$ cat src/hw/cab_cfg.svh
// bridge register map
// snac stick thresholds and port count
// core reset and coin pulse lengths
`ifndef CAB_CFG_SVH
`define CAB_CFG_SVH

// bridge addresses, matched exactly
`define CAB_ADDR_LIVES      32'h2000_0000
`define CAB_ADDR_DIFF       32'h3000_0000
`define CAB_ADDR_BONUS      32'h4000_0000
`define CAB_ADDR_DEMO       32'h5000_0000
`define CAB_ADDR_RESET      32'h8000_0000
`define CAB_ADDR_ENABLE     32'hF200_0000
`define CAB_ADDR_SNAC_CFG   32'hF700_0000

// left stick, 0x00 is up/left and 0xff is down/right
`define CAB_ANALOG_LOW      8'h40
`define CAB_ANALOG_HIGH     8'hC0

// adapter ports on the cartridge
`define CAB_NUM_SNAC        2

// lengths in clk_74a cycles
`define CAB_RESET_HOLD      64
`define CAB_COIN_PULSE      16

`endif

$ cat src/hw/cab_bus_pkg.sv
// bridge bus address and data types
// dip switch word
// decoded register select
package cab_bus_pkg;

    // bridge side, 32 bit address and data
    typedef logic [31:0] bus_addr_t;
    typedef logic [31:0] bus_data_t;

    // dip word as the game sees it, bytes swapped
    typedef logic [15:0] dip_t;

    // one value per mapped register
    typedef enum logic [2:0] {
        SEL_NONE,
        SEL_LIVES,
        SEL_DIFF,
        SEL_BONUS,
        SEL_DEMO,
        SEL_RESET,
        SEL_ENABLE,
        SEL_SNAC_CFG
    } reg_sel_e;

endpackage

$ cat src/hw/cab_pad_pkg.sv
// controller button and stick types
// snac controller type and routing mode
// game control word
package cab_pad_pkg;

    // button map
    // 3:0 up down left right, 4 face a, 9 r1, 14 select, 15 start
    typedef logic [15:0] key_t;

    // 7:0 left x, 15:8 left y, upper half right stick
    typedef logic [31:0] joy_t;

    // zero means no snac controller
    typedef logic [4:0] snac_type_t;

    // who feeds player 1 and player 2
    typedef enum logic [1:0] {
        ROUTE_S1_P1    = 2'd0,
        ROUTE_S1_P2    = 2'd1,
        ROUTE_STRAIGHT = 2'd2,
        ROUTE_SWAPPED  = 2'd3
    } route_e;

    // up down left right fire start coin, msb first
    typedef logic [6:0] game_ctl_t;

endpackage

$ cat src/hw/cab_bridge_regs.sv
// bridge register file: address decode, settings and snac config
// combinational read mux, dip word, snac flags
`timescale 1ns/1ps
`include "cab_cfg.svh"

module cab_bridge_regs (
    input  logic                   clk_74a,
    input  logic                   arst_n,
    input  cab_bus_pkg::bus_addr_t bridge_addr,
    input  logic                   bridge_wr,
    input  cab_bus_pkg::bus_data_t bridge_wr_data,
    output cab_bus_pkg::bus_data_t bridge_rd_data,
    output cab_bus_pkg::dip_t      dipsw,
    output logic                   snac_active,
    output logic                   snac_analog,
    output cab_pad_pkg::route_e    route,
    output logic                   reset_toggle
);
    import cab_bus_pkg::*;
    import cab_pad_pkg::*;

    reg_sel_e   sel;
    logic [1:0] lives;
    logic [2:0] difficulty;
    logic [2:0] bonus;
    logic       demo_sounds;
    logic       snac_en;
    snac_type_t snac_type;
    dip_t       settings;

    ////////////////////////////////////////////////////////////
    // address decode, exact match only
    always_comb begin
        case (bridge_addr)
            `CAB_ADDR_LIVES:    sel = SEL_LIVES;
            `CAB_ADDR_DIFF:     sel = SEL_DIFF;
            `CAB_ADDR_BONUS:    sel = SEL_BONUS;
            `CAB_ADDR_DEMO:     sel = SEL_DEMO;
            `CAB_ADDR_RESET:    sel = SEL_RESET;
            `CAB_ADDR_ENABLE:   sel = SEL_ENABLE;
            `CAB_ADDR_SNAC_CFG: sel = SEL_SNAC_CFG;
            default:            sel = SEL_NONE;
        endcase
    end

    // write side, one strobe per register
    always_ff @(posedge clk_74a or negedge arst_n) begin
        if (!arst_n) begin
            lives        <= 2'd0;
            difficulty   <= 3'd0;
            bonus        <= 3'd0;
            demo_sounds  <= 1'b0;
            snac_en      <= 1'b0;
            snac_type    <= '0;
            route        <= ROUTE_S1_P1;
            reset_toggle <= 1'b0;
        end else if (bridge_wr) begin
            case (sel)
                SEL_LIVES:  lives       <= bridge_wr_data[1:0];
                SEL_DIFF:   difficulty  <= bridge_wr_data[2:0];
                SEL_BONUS:  bonus       <= bridge_wr_data[2:0];
                SEL_DEMO:   demo_sounds <= bridge_wr_data[0];
                SEL_ENABLE: snac_en     <= bridge_wr_data[0];
                // data is ignored, any write flips it
                SEL_RESET:  reset_toggle <= ~reset_toggle;
                SEL_SNAC_CFG: begin
                    snac_type <= bridge_wr_data[4:0];
                    route     <= route_e'(bridge_wr_data[9:8]);
                end
                default: ;
            endcase
        end
    end

    ////////////////////////////////////////////////////////////
    // read back, only enable and snac config are visible
    always_comb begin
        case (sel)
            SEL_ENABLE:   bridge_rd_data = {31'd0, snac_en};
            SEL_SNAC_CFG: bridge_rd_data = {22'd0, route, 3'd0, snac_type};
            default:      bridge_rd_data = '0;
        endcase
    end

    // settings word, then byte swap for the game
    assign settings = {demo_sounds, 1'b0, lives, 6'd0, difficulty, bonus};
    assign dipsw    = {settings[7:0], settings[15:8]};

    // snac flags, computed here once for all ports
    assign snac_active = snac_en && (snac_type != 5'h00);
    assign snac_analog = (snac_type == 5'h12) || (snac_type == 5'h13);

endmodule

$ cat src/hw/pad_decode.sv
// one snac port: buttons registered,
// d-pad taken from the left stick for analog pads
`timescale 1ns/1ps
`include "cab_cfg.svh"

module pad_decode (
    input  logic              clk_74a,
    input  logic              arst_n,
    input  cab_pad_pkg::key_t snac_key,
    input  cab_pad_pkg::joy_t snac_joy,
    input  logic              snac_analog,
    output cab_pad_pkg::key_t decoded_key
);
    import cab_pad_pkg::*;

    logic [7:0] stick_x;
    logic [7:0] stick_y;
    key_t       next_key;

    // left stick only
    assign stick_x = snac_joy[7:0];
    assign stick_y = snac_joy[15:8];

    always_comb begin
        next_key = snac_key;
        if (snac_analog) begin
            // dead zone between the two thresholds
            next_key[0] = (stick_y < `CAB_ANALOG_LOW);
            next_key[1] = (stick_y > `CAB_ANALOG_HIGH);
            next_key[2] = (stick_x < `CAB_ANALOG_LOW);
            next_key[3] = (stick_x > `CAB_ANALOG_HIGH);
        end
    end

    // one cycle from snac input to decoded key
    always_ff @(posedge clk_74a or negedge arst_n) begin
        if (!arst_n) begin
            decoded_key <= '0;
        end else begin
            decoded_key <= next_key;
        end
    end

endmodule

$ cat src/hw/player_router.sv
// player 1 and 2 source select by routing mode
// game control word from player 1
// coin pulse stretcher on the select button
`timescale 1ns/1ps
`include "cab_cfg.svh"

module player_router (
    input  logic                   clk_74a,
    input  logic                   arst_n,
    input  cab_pad_pkg::key_t      cont1_key,
    input  cab_pad_pkg::key_t      cont2_key,
    input  cab_pad_pkg::key_t      pad_key [`CAB_NUM_SNAC],
    input  logic                   snac_active,
    input  cab_pad_pkg::route_e    route,
    output cab_pad_pkg::key_t      p1_controls,
    output cab_pad_pkg::key_t      p2_controls,
    output cab_pad_pkg::game_ctl_t game_controls
);
    import cab_pad_pkg::*;

    typedef enum logic {COIN_IDLE, COIN_PULSE} coin_state_e;

    localparam int CNT_W = $clog2(`CAB_COIN_PULSE);

    key_t             p1_next;
    key_t             p2_next;
    coin_state_e      coin_state;
    logic [CNT_W-1:0] coin_cnt;
    logic             sel_q;
    logic             sel_fall;

    ////////////////////////////////////////////////////////////
    // source select
    always_comb begin
        // pocket pads when snac is off
        p1_next = cont1_key;
        p2_next = cont2_key;
        if (snac_active) begin
            case (route)
                ROUTE_S1_P1: begin
                    p1_next = pad_key[0];
                    p2_next = cont1_key;
                end
                ROUTE_S1_P2: begin
                    p1_next = cont1_key;
                    p2_next = pad_key[0];
                end
                ROUTE_STRAIGHT: begin
                    p1_next = pad_key[0];
                    p2_next = pad_key[1];
                end
                ROUTE_SWAPPED: begin
                    p1_next = pad_key[1];
                    p2_next = pad_key[0];
                end
            endcase
        end
    end

    always_ff @(posedge clk_74a or negedge arst_n) begin
        if (!arst_n) begin
            p1_controls <= '0;
            p2_controls <= '0;
        end else begin
            p1_controls <= p1_next;
            p2_controls <= p2_next;
        end
    end

    ////////////////////////////////////////////////////////////
    // coin stretcher
    // select released on player 1
    assign sel_fall = sel_q && !p1_controls[14];

    always_ff @(posedge clk_74a or negedge arst_n) begin
        if (!arst_n) begin
            sel_q      <= 1'b0;
            coin_state <= COIN_IDLE;
            coin_cnt   <= '0;
        end else begin
            // tracks every cycle so edges inside a pulse are lost
            sel_q <= p1_controls[14];
            case (coin_state)
                COIN_IDLE: begin
                    if (sel_fall) begin
                        coin_state <= COIN_PULSE;
                        coin_cnt   <= '0;
                    end
                end
                COIN_PULSE: begin
                    if (coin_cnt == CNT_W'(`CAB_COIN_PULSE - 1)) begin
                        coin_state <= COIN_IDLE;
                    end
                    coin_cnt <= coin_cnt + 1'b1;
                end
            endcase
        end
    end

    // up down left right fire start coin
    assign game_controls = {p1_controls[0], p1_controls[1], p1_controls[2],
                            p1_controls[3], p1_controls[4], p1_controls[15],
                            coin_state == COIN_PULSE};

endmodule

$ cat src/hw/reset_stretch.sv
// host reset toggle detect
// core reset held for a fixed cycle count
`timescale 1ns/1ps
`include "cab_cfg.svh"

module reset_stretch (
    input  logic clk_74a,
    input  logic arst_n,
    input  logic reset_toggle,
    output logic core_reset
);
    typedef enum logic {RST_IDLE, RST_HOLD} rst_state_e;

    localparam int CNT_W = $clog2(`CAB_RESET_HOLD);

    rst_state_e       state;
    logic [CNT_W-1:0] hold_cnt;
    logic             toggle_q;

    always_ff @(posedge clk_74a or negedge arst_n) begin
        if (!arst_n) begin
            state    <= RST_IDLE;
            hold_cnt <= '0;
            toggle_q <= 1'b0;
        end else begin
            // follows the toggle always, so a flip during hold is swallowed
            toggle_q <= reset_toggle;
            case (state)
                RST_IDLE: begin
                    if (reset_toggle != toggle_q) begin
                        state    <= RST_HOLD;
                        hold_cnt <= '0;
                    end
                end
                RST_HOLD: begin
                    // last hold cycle
                    if (hold_cnt == CNT_W'(`CAB_RESET_HOLD - 1)) begin
                        state <= RST_IDLE;
                    end
                    hold_cnt <= hold_cnt + 1'b1;
                end
            endcase
        end
    end

    // high for the whole hold state
    assign core_reset = (state == RST_HOLD);

endmodule

$ cat src/hw/pocket_cab_top.sv
// top level: bridge registers, snac pad decoders,
// player router and reset stretcher
`timescale 1ns/1ps
`include "cab_cfg.svh"

module pocket_cab_top (
    input  logic                   clk_74a,
    input  logic                   arst_n,
    input  cab_bus_pkg::bus_addr_t bridge_addr,
    input  logic                   bridge_wr,
    input  cab_bus_pkg::bus_data_t bridge_wr_data,
    input  cab_pad_pkg::key_t      cont1_key,
    input  cab_pad_pkg::key_t      cont2_key,
    input  cab_pad_pkg::key_t      snac_key [`CAB_NUM_SNAC],
    input  cab_pad_pkg::joy_t      snac_joy [`CAB_NUM_SNAC],
    output cab_bus_pkg::bus_data_t bridge_rd_data,
    output cab_bus_pkg::dip_t      dipsw,
    output cab_pad_pkg::key_t      p1_controls,
    output cab_pad_pkg::key_t      p2_controls,
    output cab_pad_pkg::game_ctl_t game_controls,
    output logic                   core_reset
);
    import cab_pad_pkg::*;

    logic   snac_active;
    logic   snac_analog;
    logic   reset_toggle;
    route_e route;
    key_t   pad_key [`CAB_NUM_SNAC];

    ////////////////////////////////////////////////////////////
    // host registers
    cab_bridge_regs u_regs (
        .clk_74a        (clk_74a),
        .arst_n         (arst_n),
        .bridge_addr    (bridge_addr),
        .bridge_wr      (bridge_wr),
        .bridge_wr_data (bridge_wr_data),
        .bridge_rd_data (bridge_rd_data),
        .dipsw          (dipsw),
        .snac_active    (snac_active),
        .snac_analog    (snac_analog),
        .route          (route),
        .reset_toggle   (reset_toggle)
    );

    // one decoder per adapter port
    for (genvar i = 0; i < `CAB_NUM_SNAC; i++) begin : g_pad
        pad_decode u_pad (
            .clk_74a     (clk_74a),
            .arst_n      (arst_n),
            .snac_key    (snac_key[i]),
            .snac_joy    (snac_joy[i]),
            .snac_analog (snac_analog),
            .decoded_key (pad_key[i])
        );
    end

    ////////////////////////////////////////////////////////////
    // player outputs and game controls
    player_router u_router (
        .clk_74a       (clk_74a),
        .arst_n        (arst_n),
        .cont1_key     (cont1_key),
        .cont2_key     (cont2_key),
        .pad_key       (pad_key),
        .snac_active   (snac_active),
        .route         (route),
        .p1_controls   (p1_controls),
        .p2_controls   (p2_controls),
        .game_controls (game_controls)
    );

    // manual core reset
    reset_stretch u_rst (
        .clk_74a      (clk_74a),
        .arst_n       (arst_n),
        .reset_toggle (reset_toggle),
        .core_reset   (core_reset)
    );

endmodule

$ cat config.mk
export PLATFORM = sky130hd
export DESIGN_NAME = pocket_cab_top
export DESIGN_NICKNAME = d
export VERILOG_FILES = /design/src/hw/cab_bus_pkg.sv /design/src/hw/cab_pad_pkg.sv /design/src/hw/cab_bridge_regs.sv /design/src/hw/pad_decode.sv /design/src/hw/player_router.sv /design/src/hw/reset_stretch.sv /design/src/hw/pocket_cab_top.sv
export VERILOG_INCLUDE_DIRS = /design/src /design/src/hw
export SDC_FILE = /design/constraint.sdc
export NUM_CORES = 1
export LEC_CHECK = 0
export BUFFER_PORTS_ARGS = -buffer_cell sky130_fd_sc_hd__buf_2
export CORE_MARGIN = 2
export CORE_UTILIZATION = 34
export CTS_BUF_LIST = sky130_fd_sc_hd__clkbuf_8
export DETAILED_ROUTE_END_ITERATION = 10
export GPL_ROUTABILITY_DRIVEN = 0
export PLACE_DENSITY = 0.65
export REMOVE_ABC_BUFFERS = 1
export SYNTH_ARGS = -nofsm -noshare
export SYNTH_HDL_FRONTEND = slang
export SYNTH_SLANG_ARGS = --single-unit
$ cat constraint.sdc
create_clock -name clk_74a -period 2.2 [get_ports clk_74a]
set_input_delay 0.33 -clock clk_74a [delete_from_list [all_inputs] [get_ports clk_74a]]
set_output_delay 0.33 -clock clk_74a [all_outputs]
set_load 0.02 [all_outputs]
==> impl_metrics.env, run 1 <==
export IMPL_outcome="finished clean"
export IMPL_wl_um=11800
export IMPL_rows=43
export IMPL_grt_pass1_wl_um=18400
export IMPL_path_cells="buf_2 -> nor4_1 -> nand4_1 -> or2_4 -> buf_4 -> a2111oi_4 -> buf_2"
export IMPL_critPathLaunchType="primary input"
export IMPL_synthCells=446
export IMPL_path_common_cell="buf_2"
export IMPL_io_pins=283
export IMPL_worst_ep_arrival_time_ns=1.79
export IMPL_numCtsBuffers=9
export IMPL_clk_path_buf_depth=2
export IMPL_max_freq_ghz=0.472
export IMPL_drt_first_pass_iters=4
export IMPL_htree_num_levels=3
export IMPL_max_slew_margin_pct=56.0
export IMPL_die_area_um2=14900
export IMPL_holdWs_ns=0.0517
export IMPL_maxCapViolations=0
export IMPL_antennaDiodeCount=0
export IMPL_finalSetupViolCount=0
export IMPL_ir_drop_mv=0.446
export IMPL_grt_overflow=0
export IMPL_post_cts_buffers=0
export IMPL_clk_latency_ns=0.38
export IMPL_synth_seq_cells=96
export IMPL_nets=831
export IMPL_start_util_pct=34.4
export IMPL_hold_viol=0
export IMPL_coreArea_um2=13700
export IMPL_cts_root_buf="clkbuf_8"
export IMPL_route_detailed_drc=0
export IMPL_clkTransAtPathRegs_ns=0.10
export IMPL_vias=4007
export IMPL_power_density_nw_per_um2=611
export IMPL_antenna_found_initial=0
export IMPL_final_cell_mix="buf_2 (192), dfrtp_1 (94), o21ai_0 (42)"
export IMPL_grt_total_usage_pct=15.8
export IMPL_syn_avg_cell_area_um2=10.6
export IMPL_area_delta_synth_final_pct=28.0
export IMPL_ys_types=51
export IMPL_crit_type="in -> out"
export IMPL_die_w_um=122
export IMPL_grt_pass1_vias=3897
export IMPL_crit_path_end_kind="output pin"
export IMPL_cp_slowest_stage_delay_ns=0.28
export IMPL_final_antenna_net_count=0
export IMPL_layout_min_cycle_time_ns=2.12
export IMPL_grt_max_degree=53
export IMPL_port_buffers=193
export IMPL_worst_pin_slew_ns=0.654
export IMPL_ys_seq_area_share_pct=50.8
export IMPL_final_common_cell="buf_2"
export IMPL_clock_sinks=96
export IMPL_final_util_pct=44.1
export IMPL_skew_ns=0.0118
export IMPL_wl_per_cell_um=14.4
export IMPL_required_ns=1.87
export IMPL_netlist_area_um2=4730
export IMPL_power_leakage_uw=0.00296
export IMPL_critPathSlowestCell="a2111oi_4"
export IMPL_fin_crit_sh_pct=96.2
export IMPL_hold_class="in -> reg"
export IMPL_die_y_um=122
export IMPL_avgViaCountPerCell=4.89
export IMPL_yosys_warnings=0
export IMPL_cts_tree="yes"
export IMPL_crit_fanout=4
export IMPL_drive_above_1_share_pct=41.6
export IMPL_place_hpwl_um=8780
export IMPL_drtIter0Drc=158
export IMPL_finalMaxSlewViolations=0
export IMPL_dpl_worst_slack_ns=0.0260
export IMPL_worst_slack_ns=0.0828
[synthesized netlist by cell type (all sizes together)]
cell / instances / share of area [%]
or2: 2 / 0.26
a41oi: 1 / 0.19
o22ai: 17 / 2.3
and2: 6 / 0.79
xor2: 4 / 0.74
nand2b: 3 / 0.40
a211oi: 1 / 0.16
a21oi: 36 / 3.8
nor4: 9 / 2.1
a22o: 3 / 0.56
a2111oi: 2 / 0.53
nor4b: 2 / 0.50
nor2: 19 / 1.5
inv: 3 / 0.24
nor3: 2 / 0.45
nand3: 7 / 0.85
nand2: 35 / 2.8
or4: 4 / 0.64
o21ai: 42 / 4.4
xnor2: 4 / 0.74
a31oi: 1 / 0.45
conb: 1 / 0.079
and3: 1 / 0.13
and4b: 1 / 0.21
o41ai: 1 / 0.19
o41a: 1 / 0.24
nand3b: 16 / 2.5
nand4: 3 / 0.40
o2111a: 1 / 0.26
ha: 2 / 0.53
a32oi: 1 / 0.34
o311ai: 5 / 0.93
and2b: 1 / 0.16
buf: 47 / 7.0
mux2i: 19 / 4.0
o31ai: 5 / 0.79
nand4b: 2 / 0.37
o211ai: 1 / 0.16
dfrtp: 96 / 51
mux2: 18 / 4.3
clkbuf: 19 / 1.5
and4bb: 2 / 0.53
[final timing paths]
kind / slack [ns] / end / from / cells after the start
worst max-delay path: 0.08 / bridge_rd_data[0] / bridge_addr[12] / 7
worst min-delay path: 0.05 / g_pad[0].u_pad.decoded_key[12]$_DFF_PN0_ / snac_key[28] / 1
worst max register to register: 0.43 / u_router.p1_controls[3]$_DFF_PN0_ / u_regs.snac_type[3]$_DFFE_PN0P_ / 6
worst min register to register: 0.41 / u_router.sel_q$_DFF_PN0_ / u_router.p1_controls[14]$_DFF_PN0_ / 0
max in group asynchronous: 1.06 / u_router.p2_controls[1]$_DFF_PN0_ / arst_n / 3
min in group asynchronous: 0.46 / u_router.coin_state$_DFF_PN0_ / arst_n / 2
[logic make-up after synthesis]
logic type                 Yosys count  synth area share (%)
buffers and inverters               69                  8.79
xor gates and xnor gates             8                  1.48
adders and majority gates            2                 0.529
and+or+nand+nor                    115                  14.7
DFF                                 96                  50.8
muxes                               37                  8.31
AOI/OAI and AO/OA                  118                  15.3
other                                1                0.0794
[worst max-delay path: cells and delay by family]
kind	cells	cell delay [ns]
compound gates	1	0.28
buf+inv	3	0.47
simple gates	3	0.69
[timing repair]
item	CTS	global route
hold buffers	1	0
endpoints found under the hold margin	39	0
gates resized for setup	0	8
endpoints found under the setup margin	0	7
[layer usage]
metal	part of all wire [%]	vias up	global-route usage, %
met3	6.9	20	4.96
met2	50	168	26.5
met5	0	-	0
li1	-	1912	-
met4	2.0	0	5.82
met1	41	1907	19.1
[registers in the layout, summed over array words and instances, names as in the netlist, 2 cells and up]
signal                   flops
u_regs.route                 2
u_router.p1_controls        16
u_rst.hold_cnt               6
u_regs.difficulty            3
g_pad.u_pad.decoded_key     32
u_regs.bonus                 3
u_regs.lives                 2
u_regs.snac_type             5
u_router.p2_controls        16
u_router.coin_cnt            4
[cell type report]
class / count / area (um2)
Clock buffer: 9 / 124
Clock inverter: 7 / 80.1
Fill cell: 1342 / 7670
Inverter: 3 / 11.3
Multi-Input combinational cell: 312 / 2080
Sequential cell: 96 / 2400
Tap cell: 180 / 225
Timing Repair Buffer: 212 / 1130
[where the power goes]
group,internal (uW),leakage [uW],switching (uW)
Sequential,1870,0.00118,82.0
Combinational,236,0.00168,321
Clock,539,0.000102,649
[metrics by stage]
stage | area [um2] | std cells | TNS (ns) | power [uW]
2_1_floorplan | 4440 | 411 | -16.76 | 2260
3_3_place_gp | 5790 | 802 | 0 | 2510
3_5_place_dp | 5790 | 802 | 0 | 2550
4_1_cts | 6000 | 819 | 0 | 3770
5_1_grt | 6050 | 819 | -0.0217 | 3920
6_report | 6050 | 819 | 0 | 3700
Power figures use the tool's default switching activity.
==> run 2: changes to the inputs <==
- ABC_AREA: unset -> 1
==> run 2 against run 1 <==
Net effect:
- fmax is 10% higher
- routed wire length is 2.1% lower
- setup slack better by 0.19 ns
- area after synthesis is 0.71% lower
- clock power is 13% higher
- final area is 1.2% lower
- critical endpoint is now bridge_rd_data[9]
==> impl_metrics.env, run 2 <==
export IMPL_outcome="finished clean"
export IMPL_drtIter0Drc=198
export IMPL_cts_tree="yes"
export IMPL_clk_path_buf_depth=2
export IMPL_antenna_found_initial=1
export IMPL_synthMuxAreaShare_pct=0
export IMPL_final_cells=933
export IMPL_crit_type="in -> out"
export IMPL_synthTopCellsByCount="nand2_1 (112), dfrtp_1 (96), inv_1 (74), nor2_1 (43), buf_4 (40)"
export IMPL_grt_max_degree=41
export IMPL_clkTransAtPathRegs_ns=0.09
export IMPL_skew_ns=0.0138
export IMPL_synth_top_cell_area_share_pct=51.2
export IMPL_rows=42
export IMPL_synth_compound_area_share_pct=14.0
export IMPL_crit_path_end_kind="output pin"
export IMPL_required_ns=1.87
export IMPL_grt_overflow=0
export IMPL_critPathLaunchType="primary input"
export IMPL_finalMaxSlewViolations=0
export IMPL_route_detailed_drc=0
export IMPL_holdBufCountCts=1
export IMPL_crit_fanout=6
export IMPL_die_y_um=121
export IMPL_total_power_uw=3810
export IMPL_dpl_worst_slack_ns=0.259
export IMPL_setup_tns_ns=0
export IMPL_grt_pass1_wl_um=18600
export IMPL_area_delta_synth_final_pct=27.3
export IMPL_die_area_um2=14800
export IMPL_synth_seq_cells=96
export IMPL_drt_first_pass_iters=4
export IMPL_wl_um=11600
export IMPL_max_slew_margin_pct=54.8
export IMPL_nets=949
export IMPL_antennaDiodeCount=0
export IMPL_final_antenna_net_count=0
export IMPL_htree_num_levels=3
export IMPL_dp_cells=916
export IMPL_drive_above_1_share_pct=32.9
export IMPL_synth_top_area_cell="dfrtp_1"
export IMPL_synth_most_common_cell="nand2_1"
export IMPL_die_w_um=121
export IMPL_ys_types=31
export IMPL_grt_total_usage_pct=16.3
export IMPL_cts_root_buf="clkbuf_8"
export IMPL_layout_min_cycle_time_ns=1.93
export IMPL_synthCells=559
export IMPL_grt_pass1_vias=3883
export IMPL_place_hpwl_um=8760
export IMPL_worst_ep_arrival_time_ns=1.60
export IMPL_final_common_cell="buf_2"
export IMPL_power_density_nw_per_um2=637
export IMPL_synthSimpleGateAreaFrac_pct=20.0
export IMPL_port_buffers=193
export IMPL_avgViaCountPerCell=4.46
export IMPL_ir_drop_mv=0.350
export IMPL_finalSetupViolCount=0
export IMPL_syn_avg_cell_area_um2=8.39
export IMPL_clk_latency_ns=0.38
export IMPL_yosys_top_cells_area="dfrtp_1 (51%), nand2_1 (9.0%), buf_4 (6.4%), inv_1 (5.9%), o22ai_1 (4.0%)"
export IMPL_multi_input_area_um2=1740
export IMPL_largest_reg_flops=32
export IMPL_final_cell_mix="buf_2 (192), nand2_1 (112), dfrtp_1 (96)"
export IMPL_coreArea_um2=13300
export IMPL_maxCapViolations=0
export IMPL_synth_top_family_by_area="simple AND/OR/NAND/NOR gates"
export IMPL_top_register="g_pad.u_pad.decoded_key"
export IMPL_async_flop_share_pct=100
export IMPL_yosys_warnings=0
export IMPL_seq_area_um2=2400
export IMPL_vias=4158
export IMPL_post_cts_buffers=0
export IMPL_synth_edf_count=0
export IMPL_max_freq_ghz=0.519
export IMPL_fillerInstances=1363
export IMPL_io_pins=283
export IMPL_power_leakage_uw=0.00322
export IMPL_clock_sinks=96
export IMPL_ys_seq_area_share_pct=51.2
export IMPL_worst_pin_slew_ns=0.677
export IMPL_top_regs="g_pad.u_pad.decoded_key (32), u_router.p1_controls (16), u_router.p2_controls (16)"
export IMPL_synthXorXnorAreaFrac_pct=0
export IMPL_post_cts_resized=0
export IMPL_hold_class="in -> reg"
export IMPL_synthAdderAreaFrac_pct=0.533
export IMPL_fin_crit_sh_pct=87.5
export IMPL_ys_flop_type="dfrtp_1"
export IMPL_rsz0062_at_grt="no"
export IMPL_hold_viol=0
export IMPL_wl_per_cell_um=12.4
export IMPL_worst_slack_ns=0.274
export IMPL_netlist_area_um2=4690
export IMPL_start_util_pct=35.2
export IMPL_rrSetupSlack_ns=0.50
export IMPL_numCtsBuffers=9
[run 2: final timing paths]
| kind | from | to | cells after the start |
|---|---|---|---|
| min in group asynchronous | arst_n | u_router.coin_cnt[2]$_DFFE_PN0P_ | 2 |
| min reg2reg | u_router.p1_controls[14]$_DFF_PN0_ | u_router.sel_q$_DFF_PN0_ | 0 |
| max | bridge_addr[23] | bridge_rd_data[9] | 11 |
| max in group asynchronous | arst_n | g_pad[1].u_pad.decoded_key[1]$_DFF_PN0_ | 3 |
| max reg2reg | u_regs.route[0]$_DFFE_PN0P_ | u_router.p2_controls[14]$_DFF_PN0_ | 5 |
| min | snac_key[28] | g_pad[0].u_pad.decoded_key[12]$_DFF_PN0_ | 1 |
[run 2: worst max-delay path, cell delays in order]
cell     delay, ns
buf_2         0.09
nor2_1        0.09
nand2_1       0.09
nor2_4        0.16
nand2_1       0.08
nor2_2        0.16
nand2_2       0.10
nor2_4        0.11
nand2_4       0.10
nor2_2        0.10
buf_2         0.17
[run 2: metal layers]
metal	up-vias	share of wire (%)	GRT usage [%]
met4	2	1.6	5.17
li1	2122	-	-
met5	-	0.11	0
met3	17	8.0	5.26
met1	1848	45	21.0
met2	169	46	26.1
[run 2: cell families after synthesis]
family / after synthesis
fa+ha+maj: 2
flops: 96
compound gates: 117
buf+inv: 134
other cells: 1
simple gates: 209
[run 2: metrics by stage]
stage	util [%]	instance area, um2	hold WS [ns]
floorplan	-	4450	0.0344
global placement	42.9	5730	0.339
detailed placement	42.9	5730	0.344
CTS	44.8	5970	0.0189
global route	44.8	5970	0.0102
finish	44.8	5970	0.0474
[run 2: final cells by class]
cell class	count	area share (%)
sequential	96	40.2
multi-input combinational	360	29.1
timing repair buffer	204	17.8
inverter	81	5.13
tap	176	3.69
clock buffer	11	2.53
clock inverter	5	1.45
[run 2: power by group]
| group | switching (uW) | leakage [uW] | internal [uW] |
|---|---|---|---|
| clock network | 627 | 0.000120 | 710 |
| registers | 57.5 | 0.00118 | 1870 |
| logic | 319 | 0.00192 | 223 |
==> run 3: changes to the inputs <==
- CTS_CLUSTER_SIZE: unset -> 8
- MAX_ROUTING_LAYER: unset -> met4
==> run 3 against run 2 <==
Net effect:
- largest power group unchanged
- flip-flop and latch count stayed put
- global-route usage is 0.48 points higher
- register-to-register slack hardly changed
- critical endpoint unchanged
- sequential power hardly changed
- critical path depth stayed put
- clock power hardly changed
- final area hardly changed
- clock-buffer cell count stayed put
- hold slack better by 0.0014 ns
- utilization hardly changed
- setup slack worse by 0.0046 ns
- cell count is 0.11% higher
==> impl_metrics.env, run 3 (synthesis results as in run 2) <==
export IMPL_outcome="finished clean"
export IMPL_layout_min_cycle_time_ns=1.93
export IMPL_maxCapViolations=0
export IMPL_coreArea_um2=13300
export IMPL_avgViaCountPerCell=4.47
export IMPL_finalSetupViolCount=0
export IMPL_p_int_uw=2800
export IMPL_cp_slowest_stage_delay_ns=0.17
export IMPL_rsz0062_at_grt="no"
export IMPL_top_regs="g_pad.u_pad.decoded_key (32), u_router.p1_controls (16), u_router.p2_controls (16)"
export IMPL_power_leakage_uw=0.00322
export IMPL_setup_tns_ns=0
export IMPL_power_frac_seq_pct=50.6
export IMPL_vias=4171
export IMPL_worst_pin_slew_ns=0.676
export IMPL_p_sw_uw=1010
export IMPL_total_power_uw=3810
export IMPL_post_cts_resized=0
export IMPL_grt_pass1_wl_um=18600
export IMPL_fillerInstances=1363
export IMPL_htree_num_levels=3
export IMPL_clk_path_buf_depth=2
export IMPL_crit_path_end_kind="output pin"
export IMPL_final_cell_mix="buf_2 (192), nand2_1 (112), dfrtp_1 (96)"
export IMPL_die_w_um=121
export IMPL_cts_root_buf="clkbuf_8"
export IMPL_critPathLaunchType="primary input"
export IMPL_final_common_cell="buf_2"
export IMPL_max_freq_ghz=0.518
export IMPL_numCtsBuffers=9
export IMPL_path_cells="buf_2 -> nor2_1 -> nand2_1 -> nor2_4 -> nand2_1 -> nor2_2 -> nand2_2 -> nor2_4 -> nand2_4 -> nor2_2 -> buf_2"
export IMPL_finalMaxSlewViolations=0
export IMPL_final_util_pct=44.8
export IMPL_skew_ns=0.0122
export IMPL_wl_per_cell_um=12.4
export IMPL_worst_ep_arrival_time_ns=1.60
export IMPL_netSwitchingFraction_pct=26.4
export IMPL_io_pins=283
export IMPL_start_util_pct=35.2
export IMPL_post_cts_buffers=0
export IMPL_max_slew_margin_pct=54.8
export IMPL_cts_tree="yes"
export IMPL_clock_sinks=96
export IMPL_area_delta_synth_final_pct=27.4
export IMPL_hold_viol=0
export IMPL_clk_latency_ns=0.38
export IMPL_ir_drop_mv=0.350
export IMPL_drt_first_pass_iters=4
export IMPL_final_cells=934
export IMPL_place_hpwl_um=8760
export IMPL_rrSetupSlack_ns=0.51
export IMPL_timing_critical_path_buf_inv=2
export IMPL_antenna_found_initial=1
export IMPL_power_density_nw_per_um2=637
export IMPL_crit_type="in -> out"
export IMPL_die_area_um2=14800
export IMPL_crit_fanout=6
export IMPL_die_y_um=121
export IMPL_required_ns=1.87
export IMPL_largest_reg_flops=32
export IMPL_critPathSlowestCell="nor2_2"
export IMPL_critPathTopFamily="simple AND/OR/NAND/NOR gates"
export IMPL_holdBufCountCts=1
export IMPL_drtIter0Drc=212
export IMPL_grt_overflow=0
export IMPL_dp_cells=916
export IMPL_power_frac_clock_pct=35.1
export IMPL_nets=949
export IMPL_top_register="g_pad.u_pad.decoded_key"
export IMPL_use_met3_pct=5.03
export IMPL_rows=42
export IMPL_dpl_worst_slack_ns=0.259
export IMPL_use_met2_pct=26.1
export IMPL_grt_busiest_layer="met2"
export IMPL_grt_max_degree=41
export IMPL_drive_above_1_share_pct=32.9
export IMPL_hold_class="in -> reg"
export IMPL_route_detailed_drc=0
export IMPL_grt_total_usage_pct=16.8
export IMPL_fin_crit_sh_pct=87.7
export IMPL_port_buffers=193
export IMPL_final_antenna_net_count=0
export IMPL_worst_slack_ns=0.270
export IMPL_wl_um=11600
export IMPL_clkTransAtPathRegs_ns=0.09
export IMPL_p_comb_share_pct=14.3
export IMPL_use_met1_pct=21.2
export IMPL_grt_pass1_vias=3882
[run 3: changes by cell type in the layout (fill, tap and decap cells not counted), sizes merged]
cell | before | now
diode | 0 | 1
[run 3: final timing paths]
path,depth (start not counted),end,startpoint
worst max-delay path,11,bridge_rd_data[9],bridge_addr[23]
min in group asynchronous,2,u_router.coin_cnt[2]$_DFFE_PN0P_,arst_n
worst min register to register,0,u_router.sel_q$_DFF_PN0_,u_router.p1_controls[14]$_DFF_PN0_
worst max register to register,5,u_router.p2_controls[14]$_DFF_PN0_,u_regs.route[0]$_DFFE_PN0P_
max in group asynchronous,3,g_pad[1].u_pad.decoded_key[0]$_DFF_PN0_,arst_n
worst min-delay path,1,g_pad[0].u_pad.decoded_key[7]$_DFF_PN0_,snac_key[23]
[run 3: per-layer routing]
layer | vias up | share of wire [%]
met4 | 0 | 1.4
met3 | 14 | 8.1
met5 | - | 0
met1 | 1861 | 45
li1 | 2124 | -
met2 | 172 | 46
[run 3: worst register-to-register path: stages, from the launching register on]
cell and delay [ns]:
dfrtp_1 0.57, inv_2 0.06, nand2_1 0.51, o22ai_1 0.15, a21oi_1 0.18, o21ai_0 0.11
[run 3: cell type report]
class                      instances  area [um2]  share of cell area [%]
antenna                            1        2.50                  0.0419
inverter                          81         307                    5.13
tap                              176         220                    3.69
multi-input combinational        360        1740                    29.1
sequential                        96        2400                    40.2
timing repair buffer             204        1070                    17.8
clock buffer                      11         151                    2.53
clock inverter                     5        86.3                    1.44
[run 3: stage by stage]
step	instance area [um2]	hold slack [ns]
2_1_floorplan	4450	0.0344
3_3_place_gp	5730	0.339
3_5_place_dp	5730	0.344
4_1_cts	5970	0.0189
5_1_grt	5980	0.0102
6_report	5980	0.0488
[run 3: power groups by stage]
stage	clock network, uW	registers [uW]	logic (uW)
after detailed placement	0	1970	546
after global placement	0	1960	539
after global routing	1460	1950	620
final	1340	1930	543
after floorplan	0	2010	235
after CTS	1390	1930	550
